--- src/rtl/hisPkg.sv ---
package hisPkg;

    // time-code width from the TDC front end
    localparam int NP = 10;

    // histogram address width, 32 bins per pass
    localparam int NB = 5;

    // width needed to hold a shift amount up to NP
    localparam int SHIFT_W = $clog2(NP + 1);

    // default bin counter width, also the result count width
    localparam int DEFAULT_CNT_W = 8;

    // current histogram pass
    typedef enum logic {
        COARSE = 1'b0,
        FINE   = 1'b1
    } PHASE_E;

    // combined result of one coarse plus one fine pass
    typedef struct packed {
        logic [NB-1:0]            coarseBin;
        logic [NB-1:0]            fineBin;
        logic [NP-1:0]            peakTime;
        logic [DEFAULT_CNT_W-1:0] peakCount;
    } peakResult_t;

endpackage

--- src/rtl/binBusIf.sv ---
interface binBusIf #(
    parameter int CNT_W = hisPkg::DEFAULT_CNT_W
);

    // increment request from the formatter
    logic                  incEn;
    logic [hisPkg::NB-1:0] incAddr;

    // read-and-clear request from the control FSM
    logic                  rdEn;
    logic [hisPkg::NB-1:0] rdAddr;

    // read return, bin address travels with the count
    logic                  rdValid;
    logic [hisPkg::NB-1:0] rdBin;
    logic [CNT_W-1:0]      rdCount;

    modport ctrl (output rdEn, output rdAddr);

    modport fmt (output incEn, output incAddr);

    modport mem (
        input  incEn, input  incAddr,
        input  rdEn,  input  rdAddr,
        output rdValid, output rdBin, output rdCount
    );

    modport mon (input rdValid, input rdBin, input rdCount);

endinterface

--- src/rtl/dataFormatter.sv ---
module dataFormatter (
    input  logic [hisPkg::NP-1:0]      roughData,
    input  logic                       accept,
    input  hisPkg::PHASE_E             phase,
    input  logic [hisPkg::NP-1:0]      winStart,
    input  logic [hisPkg::NP-1:0]      winEnd,
    input  logic [hisPkg::SHIFT_W-1:0] fineShift,
    binBusIf.fmt                       bus
);

    logic [hisPkg::NP-1:0] offset;
    logic [hisPkg::NP-1:0] fineIdx;
    logic                  inWindow;

    // offset of the code from the window start
    assign offset = roughData - winStart;

    // fine bin index, window splits into 2^NB bins
    assign fineIdx = offset >> fineShift;

    // inclusive window check
    assign inWindow = (roughData >= winStart) && (roughData <= winEnd);

    always_comb begin
        if (phase == hisPkg::COARSE) begin
            // coarse pass, top NB bits select the bin
            bus.incAddr = roughData[hisPkg::NP-1 -: hisPkg::NB];
            bus.incEn   = accept;
        end else begin
            // fine pass, only in-window codes count
            bus.incAddr = fineIdx[hisPkg::NB-1:0];
            bus.incEn   = accept && inWindow;
        end
    end

endmodule

--- src/rtl/binCounter.sv ---
module binCounter #(
    parameter int CNT_W = hisPkg::DEFAULT_CNT_W
) (
    input  logic clk,
    input  logic rst,
    binBusIf.mem bus
);

    localparam int NBINS = 2 ** hisPkg::NB;

    // per-bin count, gathered for the read mux
    logic [CNT_W-1:0] binVal [NBINS];

    for (genvar i = 0; i < NBINS; i++) begin : gBin
        logic [CNT_W-1:0] cnt;
        logic             clrHit;
        logic             incHit;

        // this bin is being read and cleared
        assign clrHit = bus.rdEn && (bus.rdAddr == hisPkg::NB'(i));

        // this bin gets a hit this cycle
        assign incHit = bus.incEn && (bus.incAddr == hisPkg::NB'(i));

        always_ff @(posedge clk) begin
            if (rst) begin
                cnt <= '0;
            end else if (clrHit && incHit) begin
                // increment lands after the clear
                cnt <= CNT_W'(1);
            end else if (clrHit) begin
                cnt <= '0;
            end else if (incHit && (cnt != '1)) begin
                // saturate at all ones
                cnt <= cnt + CNT_W'(1);
            end
        end

        assign binVal[i] = cnt;

        // a full bin stays full under further hits
        assert property (@(posedge clk) disable iff (rst)
            (incHit && !clrHit && (cnt == '1)) |=> (cnt == '1));
    end

    // read valid, one cycle after the request
    always_ff @(posedge clk) begin
        if (rst) begin
            bus.rdValid <= 1'b0;
        end else begin
            bus.rdValid <= bus.rdEn;
        end
    end

    // returned count and its bin address
    always_ff @(posedge clk) begin
        if (bus.rdEn) begin
            bus.rdCount <= binVal[bus.rdAddr];
            bus.rdBin   <= bus.rdAddr;
        end
    end

endmodule

--- src/rtl/peakDetector.sv ---
module peakDetector #(
    parameter int CNT_W = hisPkg::DEFAULT_CNT_W
) (
    input  logic                  clk,
    input  logic                  rst,
    input  logic                  scanStart,
    binBusIf.mon                  bus,
    output logic                  peakValid,
    output logic [hisPkg::NB-1:0] peakBin,
    output logic [CNT_W-1:0]      peakCount
);

    logic [hisPkg::NB-1:0] bestBin;
    logic [CNT_W-1:0]      bestCount;
    logic                  lastBin;

    // return for the highest bin closes the scan
    assign lastBin = bus.rdValid && (bus.rdBin == '1);

    always_ff @(posedge clk) begin
        if (rst) begin
            bestBin   <= '0;
            bestCount <= '0;
            peakValid <= 1'b0;
        end else begin
            peakValid <= lastBin;
            if (scanStart) begin
                // fresh scan, bin 0 holds by default
                bestBin   <= '0;
                bestCount <= '0;
            end else if (bus.rdValid && (bus.rdCount > bestCount)) begin
                // strictly greater, so lowest bin wins ties
                bestBin   <= bus.rdBin;
                bestCount <= bus.rdCount;
            end
        end
    end

    assign peakBin   = bestBin;
    assign peakCount = bestCount;

    // returns from the FSM walk arrive back to back in bin order
    assert property (@(posedge clk) disable iff (rst)
        (bus.rdValid && (bus.rdBin != '1)) |=>
            (bus.rdValid && (bus.rdBin == $past(bus.rdBin) + hisPkg::NB'(1))));

endmodule

--- src/rtl/windowCalc.sv ---
module windowCalc (
    input  logic [hisPkg::NB-1:0]      coarseBin,
    output logic [hisPkg::NP-1:0]      winStart,
    output logic [hisPkg::NP-1:0]      winEnd,
    output logic [hisPkg::SHIFT_W-1:0] fineShift
);

    // low bits of the code below the coarse bin
    localparam int LOW_W = hisPkg::NP - hisPkg::NB;

    // width of one coarse bin in code units
    localparam logic [hisPkg::NP-1:0] BIN_SPAN = hisPkg::NP'(2 ** LOW_W);

    // coarse bin back in the top bits of a code
    assign winStart = {coarseBin, {LOW_W{1'b0}}};

    // last code inside the coarse bin
    assign winEnd = winStart + BIN_SPAN - hisPkg::NP'(1);

    // split the window into 2^NB fine bins
    assign fineShift = hisPkg::SHIFT_W'(hisPkg::NP - 2 * hisPkg::NB);

endmodule

--- src/rtl/hisBuilderFsm.sv ---
module hisBuilderFsm #(
    parameter int CNT_W     = hisPkg::DEFAULT_CNT_W,
    parameter int ACQ_COUNT = 16
) (
    input  logic                       clk,
    input  logic                       rst,
    input  logic                       wrEn,
    binBusIf.ctrl                      bus,
    input  logic                       peakValid,
    input  logic [hisPkg::NB-1:0]      peakBin,
    input  logic [CNT_W-1:0]           peakCount,
    input  logic [hisPkg::NP-1:0]      winStart,
    input  logic [hisPkg::SHIFT_W-1:0] fineShift,
    output logic                       accept,
    output hisPkg::PHASE_E             phase,
    output logic                       scanStart,
    output logic                       busy,
    output logic                       done,
    output logic [hisPkg::NB-1:0]      coarseBin,
    output hisPkg::peakResult_t        result
);

    localparam int ACQ_W     = $clog2(ACQ_COUNT + 1);
    localparam int RES_CNT_W = hisPkg::DEFAULT_CNT_W;

    typedef enum logic [1:0] {
        ACQ,
        SCAN,
        DRAIN
    } fsmState_e;

    fsmState_e             state;
    logic [ACQ_W-1:0]      acqCnt;
    logic [hisPkg::NB-1:0] scanAddr;
    logic [hisPkg::NP-1:0] fineTime;

    // samples only taken while acquiring
    assign accept = wrEn && (state == ACQ);
    assign busy   = (state != ACQ);

    // one read-and-clear per scan cycle
    assign bus.rdEn   = (state == SCAN);
    assign bus.rdAddr = scanAddr;
    assign scanStart  = (state == SCAN) && (scanAddr == '0);

    // window start plus scaled fine offset
    assign fineTime = winStart +
        ({{(hisPkg::NP - hisPkg::NB){1'b0}}, peakBin} << fineShift);

    always_ff @(posedge clk) begin
        if (rst) begin
            state     <= ACQ;
            phase     <= hisPkg::COARSE;
            acqCnt    <= '0;
            scanAddr  <= '0;
            done      <= 1'b0;
            coarseBin <= '0;
            result    <= '0;
        end else begin
            done <= 1'b0;
            case (state)
                ACQ: begin
                    if (accept) begin
                        if (acqCnt == ACQ_W'(ACQ_COUNT - 1)) begin
                            // pass full so the scan starts
                            acqCnt   <= '0;
                            scanAddr <= '0;
                            state    <= SCAN;
                        end else begin
                            acqCnt <= acqCnt + ACQ_W'(1);
                        end
                    end
                end
                SCAN: begin
                    scanAddr <= scanAddr + hisPkg::NB'(1);
                    // last bin read then wait for the peak
                    if (scanAddr == '1) begin
                        state <= DRAIN;
                    end
                end
                DRAIN: begin
                    if (peakValid) begin
                        state <= ACQ;
                        if (phase == hisPkg::COARSE) begin
                            // coarse peak sets the fine window
                            coarseBin <= peakBin;
                            phase     <= hisPkg::FINE;
                        end else begin
                            result.coarseBin <= coarseBin;
                            result.fineBin   <= peakBin;
                            result.peakTime  <= fineTime;
                            result.peakCount <= RES_CNT_W'(peakCount);
                            done             <= 1'b1;
                            phase            <= hisPkg::COARSE;
                        end
                    end
                end
                default: begin
                    state <= ACQ;
                end
            endcase
        end
    end

    // a peak only shows up while the FSM waits for it
    assert property (@(posedge clk) disable iff (rst) peakValid |-> (state == DRAIN));

endmodule

--- src/rtl/hisBuilderTop.sv ---
module hisBuilderTop #(
    parameter int CNT_W     = hisPkg::DEFAULT_CNT_W,
    parameter int ACQ_COUNT = 16
) (
    input  logic                  clk,
    input  logic                  rst,
    input  logic                  wrEn,
    input  logic [hisPkg::NP-1:0] roughData,
    output logic                  busy,
    output logic                  done,
    output logic [hisPkg::NB-1:0] peakCH,
    output logic [hisPkg::NB-1:0] peakFH,
    output logic [hisPkg::NP-1:0] peakTime,
    output logic [CNT_W-1:0]      peakCount
);

    logic                       accept;
    logic                       scanStart;
    logic                       peakValid;
    hisPkg::PHASE_E             phase;
    hisPkg::peakResult_t        result;
    logic [hisPkg::NB-1:0]      peakBin;
    logic [CNT_W-1:0]           binPeakCount;
    logic [hisPkg::NB-1:0]      coarseBin;
    logic [hisPkg::NP-1:0]      winStart;
    logic [hisPkg::NP-1:0]      winEnd;
    logic [hisPkg::SHIFT_W-1:0] fineShift;

    binBusIf #(.CNT_W(CNT_W)) bus ();

    hisBuilderFsm #(.CNT_W(CNT_W), .ACQ_COUNT(ACQ_COUNT)) fsmU0 (
        .clk(clk), .rst(rst), .wrEn(wrEn), .bus(bus.ctrl),
        .peakValid(peakValid), .peakBin(peakBin), .peakCount(binPeakCount),
        .winStart(winStart), .fineShift(fineShift), .accept(accept),
        .phase(phase), .scanStart(scanStart), .busy(busy), .done(done),
        .coarseBin(coarseBin), .result(result)
    );

    dataFormatter dfU0 (
        .roughData(roughData), .accept(accept), .phase(phase),
        .winStart(winStart), .winEnd(winEnd), .fineShift(fineShift),
        .bus(bus.fmt)
    );

    binCounter #(.CNT_W(CNT_W)) binU0 (.clk(clk), .rst(rst), .bus(bus.mem));

    peakDetector #(.CNT_W(CNT_W)) peakU0 (
        .clk(clk), .rst(rst), .scanStart(scanStart), .bus(bus.mon),
        .peakValid(peakValid), .peakBin(peakBin), .peakCount(binPeakCount)
    );

    windowCalc winU0 (
        .coarseBin(coarseBin), .winStart(winStart), .winEnd(winEnd),
        .fineShift(fineShift)
    );

    // result struct out as plain ports
    assign peakCH    = result.coarseBin;
    assign peakFH    = result.fineBin;
    assign peakTime  = result.peakTime;
    assign peakCount = CNT_W'(result.peakCount);

endmodule

--- config.mk ---
export PLATFORM = sky130hd
export DESIGN_NAME = hisBuilderTop
export DESIGN_NICKNAME = d
export VERILOG_FILES = /design/src/rtl/hisPkg.sv /design/src/rtl/binBusIf.sv /design/src/rtl/dataFormatter.sv /design/src/rtl/binCounter.sv /design/src/rtl/peakDetector.sv /design/src/rtl/windowCalc.sv /design/src/rtl/hisBuilderFsm.sv /design/src/rtl/hisBuilderTop.sv
export SDC_FILE = /design/constraint.sdc
export NUM_CORES = 1
export LEC_CHECK = 0
export ABC_AREA = 1
export BUFFER_PORTS_ARGS = -buffer_cell sky130_fd_sc_hd__buf_2
export CAP_MARGIN = 20
export CORE_ASPECT_RATIO = 0.8
export CORE_UTILIZATION = 62
export DETAILED_ROUTE_END_ITERATION = 8
export PLACE_DENSITY = 0.79
export SETUP_SLACK_MARGIN = 0.05
export SYNTH_ARGS = -nofsm -noshare
export SYNTH_HDL_FRONTEND = slang
export SYNTH_HIERARCHICAL = 1
export SYNTH_SLANG_ARGS = --single-unit
--- constraint.sdc ---
create_clock -name clk -period 3.4 [get_ports clk]
set_clock_uncertainty 0.15 [all_clocks]
set_input_delay 0.68 -clock clk [delete_from_list [all_inputs] [get_ports clk]]
set_output_delay 0.68 -clock clk [all_outputs]
set_load 0.01 [all_outputs]
Yosys cells after proc, flatten, opt, wreduce, memory -nomap -nowiden
Index checks and enable logic that the tools add are counted.
- bits in registers: 331
- add/sub/neg operators: 38
- magnitude comparators: 4
- equality and inequality tests: 102
- mux-type cells: 112
- bitwise gates (word level): 4
- reduce and logical (&&, ||, !) cells: 210
- operators by type and width (kind ; number):
    $add A8 B1 Y8 const B ; 32
    $ne A8 B8 Y1 const B ; 32
    $eq A5 B5 Y1 const B ; 33
    $logic_and A1 B1 Y1 ; 133
    $mux W1 ; 99
    $reduce_or A3 Y1 ; 33
    $reduce_bool A3 Y1 ; 32
    $eq A5 B4 Y1 const B ; 17
    $bmux W8 S5 ; 1
    $eq A5 B3 Y1 const B ; 8
    $eq A5 B2 Y1 const B ; 4
    $mux W5 ; 4
    $mux W8 ; 2
    $add A10 B5 Y10 ; 1
    $add A10 B6 Y10 const B ; 1
    $add A5 B1 Y5 const B ; 2
    $eq A5 B1 Y1 const B ; 2
    $ge A10 B10 Y1 ; 1
    $le A10 B10 Y1 ; 1
    $logic_not A5 Y1 ; 2
    $pmux W5 S2 ; 1
    $sub A10 B1 Y10 const B ; 1
    $reduce_and A3 Y1 ; 3
    $gt A8 B8 Y1 ; 1
    15 further kinds ; 24

Longest topological paths before layout
Gate-level depths: netlist of run 1.
- depth after elaboration: 11
- mapped depth: 27
- gate-level depth less buffers: 26

Cells and area by module
The synthesis of run 1 kept the hierarchy.
- modules (own cells, without submodules) (module ; times used ; cells each ; area each (µm²) ; sequential area each (µm²)):
    binCounter ; 1 ; 2962 ; 17545.6 ; 5535.3
    hisBuilderFsm ; 1 ; 312 ; 2392.3 ; 940.9
    dataFormatter ; 1 ; 226 ; 1231.2 ; 0.0
    peakDetector ; 1 ; 125 ; 924.6 ; 280.3
    windowCalc ; 1 ; 26 ; 187.7 ; 0.0

Worst setup path before layout of run 1
OpenSTA, ideal clock, no wires.
- path type: input to register
- start: in roughData[5] (netlist name)
- end: reg binU0.gBin[10].cnt[0]
- arrival time: 2910 ps
- data required time: 3135 ps
- setup slack: 225 ps
- stages on the path: 19
- cell sequence: ha_1 nand2_1 nor2_1 nand4_1 nand3_1 a21oi_1 o21bai_1 nand2_1 a21boi_1 inv_2 nor2_4 inv_2 buf_12 nor2_4 nand2_2 nand2_1 nand2_1 o21ai_0 inv_1
- longest elaborated chain between the ends: 7
- elaborated cells on any way between the ends: 12
- classes of those cells: order compare (2); eq/ne (1); mux (3); reduce/logical (6)
- ends and longest elaborated chain (element ; RTL line ; text):
    from (decl) ; hisBuilderTop.sv:8 ; input logic [hisPkg::NP-1:0] roughData,
    $ge A10 B10 Y1 / $le A10 B10 Y1 (equally long branches) ; dataFormatter.sv:22 ; assign inWindow = (roughData >= winStart) && (roughData <= winEnd);
    $logic_and A1 B1 Y1 (*) ; dataFormatter.sv:22 ;
    $logic_and A1 B1 Y1 (*) ; dataFormatter.sv:32 ; bus.incEn = accept && inWindow;
    $mux W1 (*) ; dataFormatter.sv:25 ; if (phase == hisPkg::COARSE) begin
    named net bus.incEn ; binBusIf.sv:6 ; logic incEn;
    $logic_and A1 B1 Y1 (*) ; binCounter.sv:23 ; assign incHit = bus.incEn && (bus.incAddr == hisPkg::NB'(i));
    $logic_and A1 B1 Y1 (on tied branches) ; binCounter.sv:33, binCounter.sv:28 ;
    $reduce_bool A3 Y1 (no source line) / $mux W1 (equally long branches) ; - ;
    to (signal assigned) ; binCounter.sv:35 ; cnt <= cnt + CNT_W'(1);
    to (decl) ; binCounter.sv:15 ; logic [CNT_W-1:0] cnt;
The timed path passes the listed nets; every way through them passes the cells marked *.
A chain may end at the register's enable or synchronous reset.

Final worst setup path of run 1
- start: reg fsmU0/coarseBin[1] (netlist name)
- end: reg binU0.gBin[3].cnt[4]
- longest elaborated chain between the ends: 9
- elaborated cells on any way between the ends: 11
- classes of those cells: add/sub (2); order compare (2); mux (1); reduce/logical (6)
- ends and longest elaborated chain (element ; RTL line ; text):
    from (decl) ; hisBuilderFsm.sv:19 ; output logic [hisPkg::NB-1:0] coarseBin,
    from (signal assigned) ; hisBuilderFsm.sv:86 ; coarseBin <= peakBin;
    $add A10 B6 Y10 ; windowCalc.sv:18 ; assign winEnd = winStart + BIN_SPAN - hisPkg::NP'(1);
    $sub A10 B1 Y10 ; windowCalc.sv:18 ;
    $le A10 B10 Y1 ; dataFormatter.sv:22 ;
    $logic_and A1 B1 Y1 (*) ; dataFormatter.sv:22 ;
    $logic_and A1 B1 Y1 (*) ; dataFormatter.sv:32 ;
    $mux W1 (*) ; dataFormatter.sv:25 ;
    named net bus.incEn ; binBusIf.sv:6 ;
    $logic_and A1 B1 Y1 (*) ; binCounter.sv:23 ;
    $logic_and A1 B1 Y1 ; binCounter.sv:28 ; end else if (clrHit && incHit) begin
    $reduce_or A3 Y1 (no source line) ; - ;
    to (signal assigned) ; binCounter.sv:35 ;
    to (decl) ; binCounter.sv:15 ;
Marked as above.

==> run_summary.xml, run 1 <==
<?xml version="1.0" encoding="UTF-8"?>
<metrics>
  <group name="route">
    <metric name="initialDrtViolationCount" unit="">2530</metric>
    <metric name="drt.antenna.violating_nets" unit="">0</metric>
    <metric name="remaining_drc_errors" unit="">0</metric>
    <metric name="via_count" unit="">23300</metric>
    <metric name="routed_wl" unit="um">63200</metric>
    <metric name="via_per_inst" unit="">5.47</metric>
    <metric name="detailedRoute.firstPassIterationCount" unit="">5</metric>
    <metric name="routedWlPerCell" unit="um">14.9</metric>
  </group>
  <group name="synth">
    <metric name="syn_std_cell_area" unit="sq mm">0.0223</metric>
    <metric name="synth_xor_xnor_area_share" unit="">0.0385</metric>
    <metric name="main_combinational_cell_family_by_area_after_synthesis" unit="">simple AND/OR/NAND/NOR gates</metric>
    <metric name="synth_enable_flop_cells" unit="">13</metric>
    <metric name="async_reset_ff_frac" unit="">0</metric>
    <metric name="synthesis.area_per_instance" unit="sq um">6.10</metric>
    <metric name="netlist_instances" unit="">3651</metric>
    <metric name="ys_dominant_reg_cell" unit="">dfxtp_1</metric>
    <metric name="synthAdderAreaFrac" unit="">0.0428</metric>
    <metric name="synth_simple_gate_area_share" unit="">0.410</metric>
    <metric name="ys_ff_latch" unit="">331</metric>
    <metric name="synth_compound_gate_area_share" unit="">0.103</metric>
    <metric name="synth_warnings" unit="">6</metric>
    <metric name="synth-seq-area-share" unit="">0.303</metric>
    <metric name="synth.lib_cells_used.distinct" unit="">53</metric>
    <metric name="muxShareOfSynthArea" unit="">0</metric>
  </group>
  <group name="power_and_ir_drop">
    <metric name="internal_power" unit="mW">6.42</metric>
    <metric name="power.leakage" unit="nW">11.3</metric>
    <metric name="totalPowerFinal" unit="mW">8.43</metric>
    <metric name="worst_ir_drop_vdd" unit="mV">0.399</metric>
    <metric name="reported_net_switching_power" unit="mW">2.02</metric>
    <metric name="power.switching_fraction" unit="">0.239</metric>
    <metric name="seq_power_share" unit="">0.465</metric>
    <metric name="power_density" unit="mW/mm^2">343</metric>
    <metric name="combinationalPowerShare" unit="">0.059</metric>
    <metric name="power_frac_clock" unit="">0.476</metric>
  </group>
  <group name="die">
    <metric name="core_region_area" unit="sq mm">0.0350</metric>
    <metric name="initial_utilization" unit="">0.636</metric>
    <metric name="design.die.area" unit="sq mm">0.0367</metric>
    <metric name="die_w" unit="um">214</metric>
    <metric name="die_h" unit="um">172</metric>
    <metric name="placementRows" unit="">61</metric>
    <metric name="number_of_ports_placed_on_the_die_boundary" unit="">43</metric>
  </group>
  <group name="clock_tree">
    <metric name="clock_tree.root_cell" unit="">clkbuf_16</metric>
    <metric name="clkTransAtPathRegs" unit="ps">60</metric>
    <metric name="tritoncts_num_sinks" unit="">331</metric>
    <metric name="ctsHtreeMaxLevel" unit="">2</metric>
    <metric name="numCtsBuffers" unit="">37</metric>
    <metric name="tritoncts" unit="">done</metric>
    <metric name="clk_path_buf_depth" unit="">3</metric>
    <metric name="cts_post_setup_buffers_inserted" unit="">0</metric>
    <metric name="worst_skew_pair.late_latency" unit="ps">540</metric>
  </group>
  <group name="final_layout">
    <metric name="stdcell_area" unit="sq mm">0.0246</metric>
    <metric name="n_diodes" unit="">0</metric>
    <metric name="mostFrequentLayoutCell" unit="">nand2_1</metric>
    <metric name="syn2layout_area_growth" unit="%">10.3</metric>
    <metric name="final_cell_mix" unit="">1415 x nand2_1, 414 x inv_1, 330 x nor2_1</metric>
    <metric name="final.fill_count" unit="">3113</metric>
    <metric name="post_route_cells_drive_above_1_share" unit="">0.0894</metric>
    <metric name="num-nets-final" unit="">3846</metric>
  </group>
  <group name="placement">
    <metric name="post_dp_cell_area" unit="sq mm">0.0234</metric>
    <metric name="finalWeightedCongestion" unit="">1.00</metric>
    <metric name="port-buffer-count" unit="">42</metric>
    <metric name="final_hpwl_from_detailed_placement" unit="um">47400</metric>
  </group>
  <group name="global_routing">
    <metric name="via_count_of_the_first_global_routing_pass" unit="">21100</metric>
    <metric name="grt_first_pass_wirelength" unit="um">103000</metric>
    <metric name="grt_antenna_before_repair" unit="">0</metric>
    <metric name="global_route.overflow_total" unit="">0</metric>
    <metric name="largest_net_degree_at_the_start_of_global_routing" unit="">73</metric>
    <metric name="grtUsageTotal" unit="">0.340</metric>
  </group>
  <group name="sta">
    <metric name="final_period_minus_worst_setup_slack" unit="ps">3150</metric>
    <metric name="transition_time_of_the_tightest_slew_check_pin" unit="ps">889</metric>
    <metric name="rsz0062_at_grt" unit="">no</metric>
    <metric name="finalHoldViolations" unit="">0</metric>
    <metric name="post-route-period-util" unit="">0.927</metric>
    <metric name="max_slew_violation_total_from_the_final_report" unit="">0</metric>
    <metric name="worst_slew_margin_rel" unit="">0.406</metric>
    <metric name="max_clock_freq" unit="GHz">0.317</metric>
    <metric name="report.final.setup_viol" unit="">0</metric>
  </group>
  <group name="critical_path">
    <metric name="critical_path.endpoint_type" unit="">register</metric>
    <metric name="worst-endpoint-required" unit="ps">3720</metric>
    <metric name="crit_fanout" unit="">9</metric>
    <metric name="startpoint_type" unit="">register</metric>
    <metric name="timing_worst_setup_path_type" unit="">register to register</metric>
    <metric name="critPathArrivalTime" unit="ps">3470</metric>
  </group>
  <group name="outcome">
    <metric name="run_status" unit="">finished, final reports clean</metric>
  </group>
  <group name="job">
    <metric name="maxCapViolCount" unit="">0</metric>
  </group>
  <group name="worst_hold_path">
    <metric name="timing.hold.worst.class" unit="">register to register</metric>
  </group>
</metrics>
-- timing repair --
action	in CTS	in global routing
hold buffers	0	0
setup endpoints to repair	0	73
gates resized for setup	0	7
-- synthesized netlist by cell type, types with 13 or more instances --
master / count / area (sq um)
nand3_1: 233 / 1170
nand3b_1: 26 / 195
xor2_1: 89 / 780
inv_1: 416 / 1560
edfxtp_1: 13 / 390
nand4_1: 29 / 181
a21oi_1: 268 / 1340
nor3_1: 45 / 225
ha_1: 73 / 913
o21ai_0: 113 / 566
buf_2: 25 / 125
a22o_1: 15 / 131
nand2_1: 1416 / 5320
nor2_1: 331 / 1240
dfxtp_1: 318 / 6370
buf_4: 28 / 210
nand2_2: 31 / 194
inv_2: 19 / 71.3
clkbuf_1: 21 / 78.8
nor2_4: 28 / 315
-- sequential cells by signal, indices dropped and copies added, names as in the netlist --
| signal | count |
|---|---|
| binU0/bus.rdValid | 1 |
| peakU0/peakCount | 8 |
| fsmU0/done | 1 |
| fsmU0/state | 2 |
| binU0/bus.rdBin | 5 |
| fsmU0/result | 28 |
| fsmU0/acqCnt | 5 |
| fsmU0/bus.rdAddr | 5 |
| binU0/gBin.cnt | 256 |
| fsmU0/phase | 1 |
| fsmU0/coarseBin | 5 |
| binU0/bus.rdCount | 8 |
| peakU0/peakValid | 1 |
| peakU0/peakBin | 5 |
-- cell families after synthesis --
| group | Yosys count |
|---|---|
| AND/OR/NAND/NOR | 2175 |
| buffers and inverters | 538 |
| AO/OA/AOI/OAI | 432 |
| flip-flops | 331 |
| XOR/XNOR | 98 |
| adder cells (fa/ha/maj) | 75 |
| other | 2 |
-- critical path: stages, from the launching register on --
cell,delay [ps]
dfxtp_1,400
inv_1,60
ha_1,300
nand2_1,90
nor2_2,150
nand4_1,100
nand3_1,100
a21oi_1,70
o21bai_1,160
nand2_1,90
a21boi_1,140
buf_4,160
inv_2,40
nor2_4,110
inv_4,110
nor2_2,270
nand2_2,170
inv_2,170
nand3b_1,100
a21oi_1,160
-- power by group through the flow --
stage	clock network, mW	registers [mW]	logic (mW)
4_1_cts	4.04	3.92	0.477
3_5_place_dp	0	4.01	0.473
6_report	4.02	3.92	0.500
2_1_floorplan	0	4.00	0.336
3_3_place_gp	0	4.00	0.462
5_1_grt	4.18	3.92	0.552
-- through the flow --
stage	util	std cells	setup TNS, ps	worst slack (ps)	hold slack, ps
after global placement	0.668	4191	-1270	-65.7	284
after detailed placement	0.668	4191	-10150	-149	289
after CTS	0.702	4253	0	164	305
after floorplan	-	3663	0	225	289
final	0.702	4253	0	248	302
after global routing	0.702	4253	0	52.3	320
-- area by class of cell --
type	count	area (sq um)	share of cell area
multi-input combinational	2794	13300	0.542
sequential	331	6760	0.275
inverter	446	1690	0.0685
clock buffer	49	1060	0.0432
timing repair buffer	148	1040	0.0424
tap	472	591	0.0240
clock inverter	13	123	0.00499
-- routing by layer --
layer  global-route usage  share of wire  vias up
li1                     -              -    11700
met1                0.460           0.45    10600
met4                0.113          0.028        0
met2                0.557           0.44      861
met5                    0              0        -
met3               0.0490          0.078      131
-- worst paths after layout --
path	start	to	slack, ps	cells after the start
min reg2reg	fsmU0/result[19]	fsmU0/result[19]	300	2
max	fsmU0/coarseBin[1]	binU0/gBin[3].cnt[4]	250	19
max reg2reg	fsmU0/coarseBin[1]	binU0/gBin[3].cnt[4]	250	19
min	fsmU0/result[19]	fsmU0/result[19]	300	2
Power figures use the tool's default switching activity.
==> inputs of run 2 (changes only) <==
--- a/config.mk
+++ b/config.mk
@@ -5,7 +5,6 @@
 export SDC_FILE = /design/constraint.sdc
 export NUM_CORES = 1
 export LEC_CHECK = 0
-export ABC_AREA = 1
 export BUFFER_PORTS_ARGS = -buffer_cell sky130_fd_sc_hd__buf_2
 export CAP_MARGIN = 20
 export CORE_ASPECT_RATIO = 0.8
==> constraint.sdc (replaced) <==
create_clock -name clk -period 3.39 [get_ports clk]
set_clock_uncertainty 0.15 [all_clocks]
set_input_delay 0.678 -clock clk [delete_from_list [all_inputs] [get_ports clk]]
set_output_delay 0.678 -clock clk [all_outputs]
set_load 0.01 [all_outputs]
==> run 2 against run 1 <==
Net effect: the flow now finishes with violations (capacitance limit, setup timing); wire length shrank 3.3%; flip-flop and latch count unchanged; combinational power grew 33%; global-route usage increased by 2.0 points; final cell count decreased by 33%; via count decreased by 20%; sequential power hardly changed; clock power shrank 2%; clock-buffer cell count is 3 higher; area after synthesis down 12%; synthesized cell count fell by 39%.
==> run_summary.xml, run 2 <==
<?xml version="1.0" encoding="UTF-8"?>
<metrics>
  <group name="route">
    <metric name="via_count" unit="">18500</metric>
    <metric name="routed_wl" unit="um">61100</metric>
    <metric name="via_per_inst" unit="">6.50</metric>
    <metric name="routedWlPerCell" unit="um">21.5</metric>
    <metric name="remaining_drc_errors" unit="">0</metric>
    <metric name="detailedRoute.firstPassIterationCount" unit="">6</metric>
    <metric name="drt.antenna.violating_nets" unit="">0</metric>
    <metric name="initialDrtViolationCount" unit="">2168</metric>
  </group>
  <group name="critical_path">
    <metric name="timing_worst_setup_path_type" unit="">register to register</metric>
    <metric name="cp_common_cell" unit="">buf_6</metric>
    <metric name="timing.critical_path.buf_inv" unit="">7</metric>
    <metric name="worst_setup_slack_for_register_to_register_paths" unit="ps">-160</metric>
    <metric name="startpoint_type" unit="">register</metric>
    <metric name="crit_fanout" unit="">6</metric>
    <metric name="crit_path_top_delay_cell" unit="">dfxtp_2</metric>
    <metric name="critical_path.endpoint_type" unit="">register</metric>
    <metric name="cell_by_cell_listing_of_the_critical_path" unit="">inv_4 &gt; ha_4 &gt; buf_6 &gt; buf_6 &gt; nor4_4 &gt; nor3_4 &gt; nand3b_1 &gt; o221a_1 &gt; o31ai_2 &gt; buf_4 &gt; and4b_1 &gt; buf_12 &gt; o211a_4 &gt; nand4_1 &gt; buf_4 &gt; buf_6 &gt; xor2_1 &gt; nor2_1</metric>
    <metric name="critical-path-top-delay-family" unit="">simple AND/OR/NAND/NOR gates</metric>
    <metric name="crit_path_max_incr_delay" unit="ps">360</metric>
    <metric name="worst-endpoint-required" unit="ps">3670</metric>
    <metric name="critPathArrivalTime" unit="ps">3830</metric>
  </group>
  <group name="die">
    <metric name="core_region_area" unit="sq mm">0.0307</metric>
    <metric name="die_h" unit="um">161</metric>
    <metric name="design.die.area" unit="sq mm">0.0323</metric>
    <metric name="die_w" unit="um">201</metric>
    <metric name="initial_utilization" unit="">0.638</metric>
    <metric name="placementRows" unit="">57</metric>
    <metric name="number_of_ports_placed_on_the_die_boundary" unit="">43</metric>
  </group>
  <group name="global_routing">
    <metric name="grt_first_pass_wirelength" unit="um">93200</metric>
    <metric name="grtUsageTotal" unit="">0.360</metric>
    <metric name="global_route.overflow_total" unit="">0</metric>
    <metric name="via_count_of_the_first_global_routing_pass" unit="">17200</metric>
    <metric name="grt_antenna_before_repair" unit="">1</metric>
    <metric name="largest_net_degree_at_the_start_of_global_routing" unit="">34</metric>
  </group>
  <group name="sta">
    <metric name="rsz0062_at_grt" unit="">yes</metric>
    <metric name="timing.setup.tns" unit="ps">-2630</metric>
    <metric name="final_period_minus_worst_setup_slack" unit="ps">3550</metric>
    <metric name="worst_slew_margin_rel" unit="">0.0154</metric>
    <metric name="post-route-period-util" unit="">1.05</metric>
    <metric name="max_clock_freq" unit="GHz">0.281</metric>
    <metric name="finalHoldViolations" unit="">0</metric>
    <metric name="setup_slack" unit="ps">-164</metric>
    <metric name="transition_time_of_the_tightest_slew_check_pin" unit="ps">1470</metric>
    <metric name="max_slew_violation_total_from_the_final_report" unit="">0</metric>
    <metric name="report.final.setup_viol" unit="">58</metric>
  </group>
  <group name="synth">
    <metric name="netlist_instances" unit="">2223</metric>
    <metric name="synth.lib_cells_used.distinct" unit="">96</metric>
    <metric name="synth_warnings" unit="">6</metric>
    <metric name="synthesis.area_per_instance" unit="sq um">8.80</metric>
    <metric name="netlist.area_leader.share" unit="">0.326</metric>
    <metric name="ys_top_cells_by_area" unit="">dfxtp_1 33%, nor2_1 5.7%, xnor2_1 5.2%</metric>
    <metric name="synth_enable_flop_cells" unit="">13</metric>
    <metric name="ys_ff_latch" unit="">331</metric>
    <metric name="top_cells_by_count_synth" unit="">318 x dfxtp_1, 295 x nor2_1, 149 x nand2_1</metric>
    <metric name="ys_dominant_reg_cell" unit="">dfxtp_1</metric>
    <metric name="async_reset_ff_frac" unit="">0</metric>
    <metric name="netlist.top_cell.by_area" unit="">dfxtp_1</metric>
    <metric name="synth-seq-area-share" unit="">0.346</metric>
    <metric name="syn_std_cell_area" unit="sq mm">0.0196</metric>
    <metric name="synthMostInstantiatedCell" unit="">dfxtp_1</metric>
  </group>
  <group name="final_layout">
    <metric name="top_flop_regs" unit="">binU0/gBin.cnt x256, fsmU0/result x28</metric>
    <metric name="mostFrequentLayoutCell" unit="">dfxtp_1</metric>
    <metric name="n_diodes" unit="">0</metric>
    <metric name="top_register" unit="">binU0/gBin.cnt</metric>
    <metric name="max_ffs_per_register" unit="">256</metric>
    <metric name="post_route_cells_drive_above_1_share" unit="">0.249</metric>
    <metric name="syn2layout_area_growth" unit="%">23.3</metric>
    <metric name="final_cell_mix" unit="">313 x dfxtp_1, 272 x nor2_1, 158 x buf_4</metric>
    <metric name="num-nets-final" unit="">2501</metric>
  </group>
  <group name="placement">
    <metric name="final_hpwl_from_detailed_placement" unit="um">41800</metric>
    <metric name="place_ws" unit="ps">-670</metric>
    <metric name="finalWeightedCongestion" unit="">0.985</metric>
    <metric name="port-buffer-count" unit="">42</metric>
  </group>
  <group name="clock_tree">
    <metric name="clkTransAtPathRegs" unit="ps">60</metric>
    <metric name="numCtsBuffers" unit="">36</metric>
    <metric name="tritoncts" unit="">done</metric>
    <metric name="clock_tree.root_cell" unit="">clkbuf_16</metric>
    <metric name="worst_skew_pair.late_latency" unit="ps">550</metric>
    <metric name="tritoncts_num_sinks" unit="">331</metric>
    <metric name="clk_path_buf_depth" unit="">3</metric>
    <metric name="ctsHtreeMaxLevel" unit="">2</metric>
  </group>
  <group name="outcome">
    <metric name="run_status" unit="">complete, but fails checks</metric>
    <metric name="failing_checks" unit="">capacitance limit, setup timing</metric>
  </group>
  <group name="job">
    <metric name="maxCapViolCount" unit="">1</metric>
  </group>
  <group name="power_and_ir_drop">
    <metric name="worst_ir_drop_vdd" unit="mV">0.377</metric>
    <metric name="power.leakage" unit="nW">8.76</metric>
    <metric name="power_density" unit="mW/mm^2">354</metric>
  </group>
  <group name="worst_hold_path">
    <metric name="timing.hold.worst.class" unit="">register to register</metric>
  </group>
</metrics>
## run 2: cell types whose count changed in the layout (fill, tap and decap cells not counted), sizes merged, moves of 42 or more
cell,delta
a21oi,-169
nand2,-1302
o21ai,-51
mux2i,+88
inv,-363
or3,+42
nand3,-137
nand4,+47
xnor2,+106
buf,+107
nor2,-76
## run 2: final timing paths
kind | from | to | cells past startpoint
setup / recovery | fsmU0/coarseBin[1] | binU0/gBin[20].cnt[3] | 18
hold / removal | fsmU0/acqCnt[4] | fsmU0/acqCnt[4] | 2
setup reg to reg | fsmU0/coarseBin[1] | binU0/gBin[20].cnt[3] | 18
hold reg to reg | fsmU0/acqCnt[4] | fsmU0/acqCnt[4] | 2
## run 2: final cells by class
| class | instances | area [sq um] |
|---|---|---|
| clock buffer | 52 | 1090 |
| clock inverter | 7 | 71.3 |
| fill | 1970 | 6550 |
| inverter | 71 | 272 |
| multi-input combinational | 1718 | 13300 |
| sequential | 331 | 6770 |
| tap | 413 | 517 |
| timing repair buffer | 255 | 2130 |
## run 2: cell families (layout without fill, tap and decap cells)
| group | Yosys count | in the layout | synth area share |
|---|---|---|---|
| other | 2 | 14 | 0.000384 |
| buffers and inverters | 190 | 385 | 0.0491 |
| xor gates and xnor gates | 199 | 199 | 0.0891 |
| DFF | 331 | 331 | 0.346 |
| adders and majority gates | 75 | 75 | 0.0488 |
| and+or+nand+nor | 892 | 892 | 0.224 |
| muxes | 142 | 142 | 0.0999 |
| AOI/OAI and AO/OA | 392 | 396 | 0.144 |
## run 2: metal layers
metal / share of wire / GRT usage / vias up
li1: - / - / 8381
met1: 0.42 / 0.507 / 8844
met2: 0.45 / 0.557 / 1060
met3: 0.10 / 0.0696 / 217
met4: 0.038 / 0.113 / 0
met5: 0 / 0 / -
## run 2: metrics by stage
| step | util | power, mW | std cells | instance area (sq um) | hold WS (ps) |
|---|---|---|---|---|---|
| floorplan | - | 4.38 | 2235 | 20200 | 276 |
| global placement | 0.705 | 4.55 | 2743 | 21600 | 288 |
| detailed placement | 0.705 | 4.56 | 2743 | 21600 | 302 |
| CTS | 0.758 | 8.47 | 2832 | 23200 | 311 |
| global route | 0.786 | 8.73 | 2847 | 24100 | 320 |
| finish | 0.786 | 8.55 | 2847 | 24100 | 307 |
## run 2: what timing repair did
action	in CTS	in global routing
hold buffers	0	0
buffers inserted	26	13
cloned	4	3
setup endpoints to repair	218	245
resized for setup	55	155
pin swaps	40	90
## run 2: worst register-to-register path: stages (launching register included)
cell	delay, ps
dfxtp_2	360
inv_4	50
ha_4	260
buf_6	130
buf_6	110
nor4_4	340
nor3_4	60
nand3b_1	160
o221a_1	140
o31ai_2	170
buf_4	200
and4b_1	260
buf_12	140
o211a_4	160
nand4_1	190
buf_4	220
buf_6	110
xor2_1	170
nor2_1	60
## run 2: power breakdown
part | leakage (nW) | switching (mW) | total [mW] | internal [mW]
combinational | 5.48 | 0.383 | 0.667 | 0.284
sequential | 2.70 | 0.0116 | 3.93 | 3.92
clock | 0.579 | 1.64 | 3.95 | 2.31
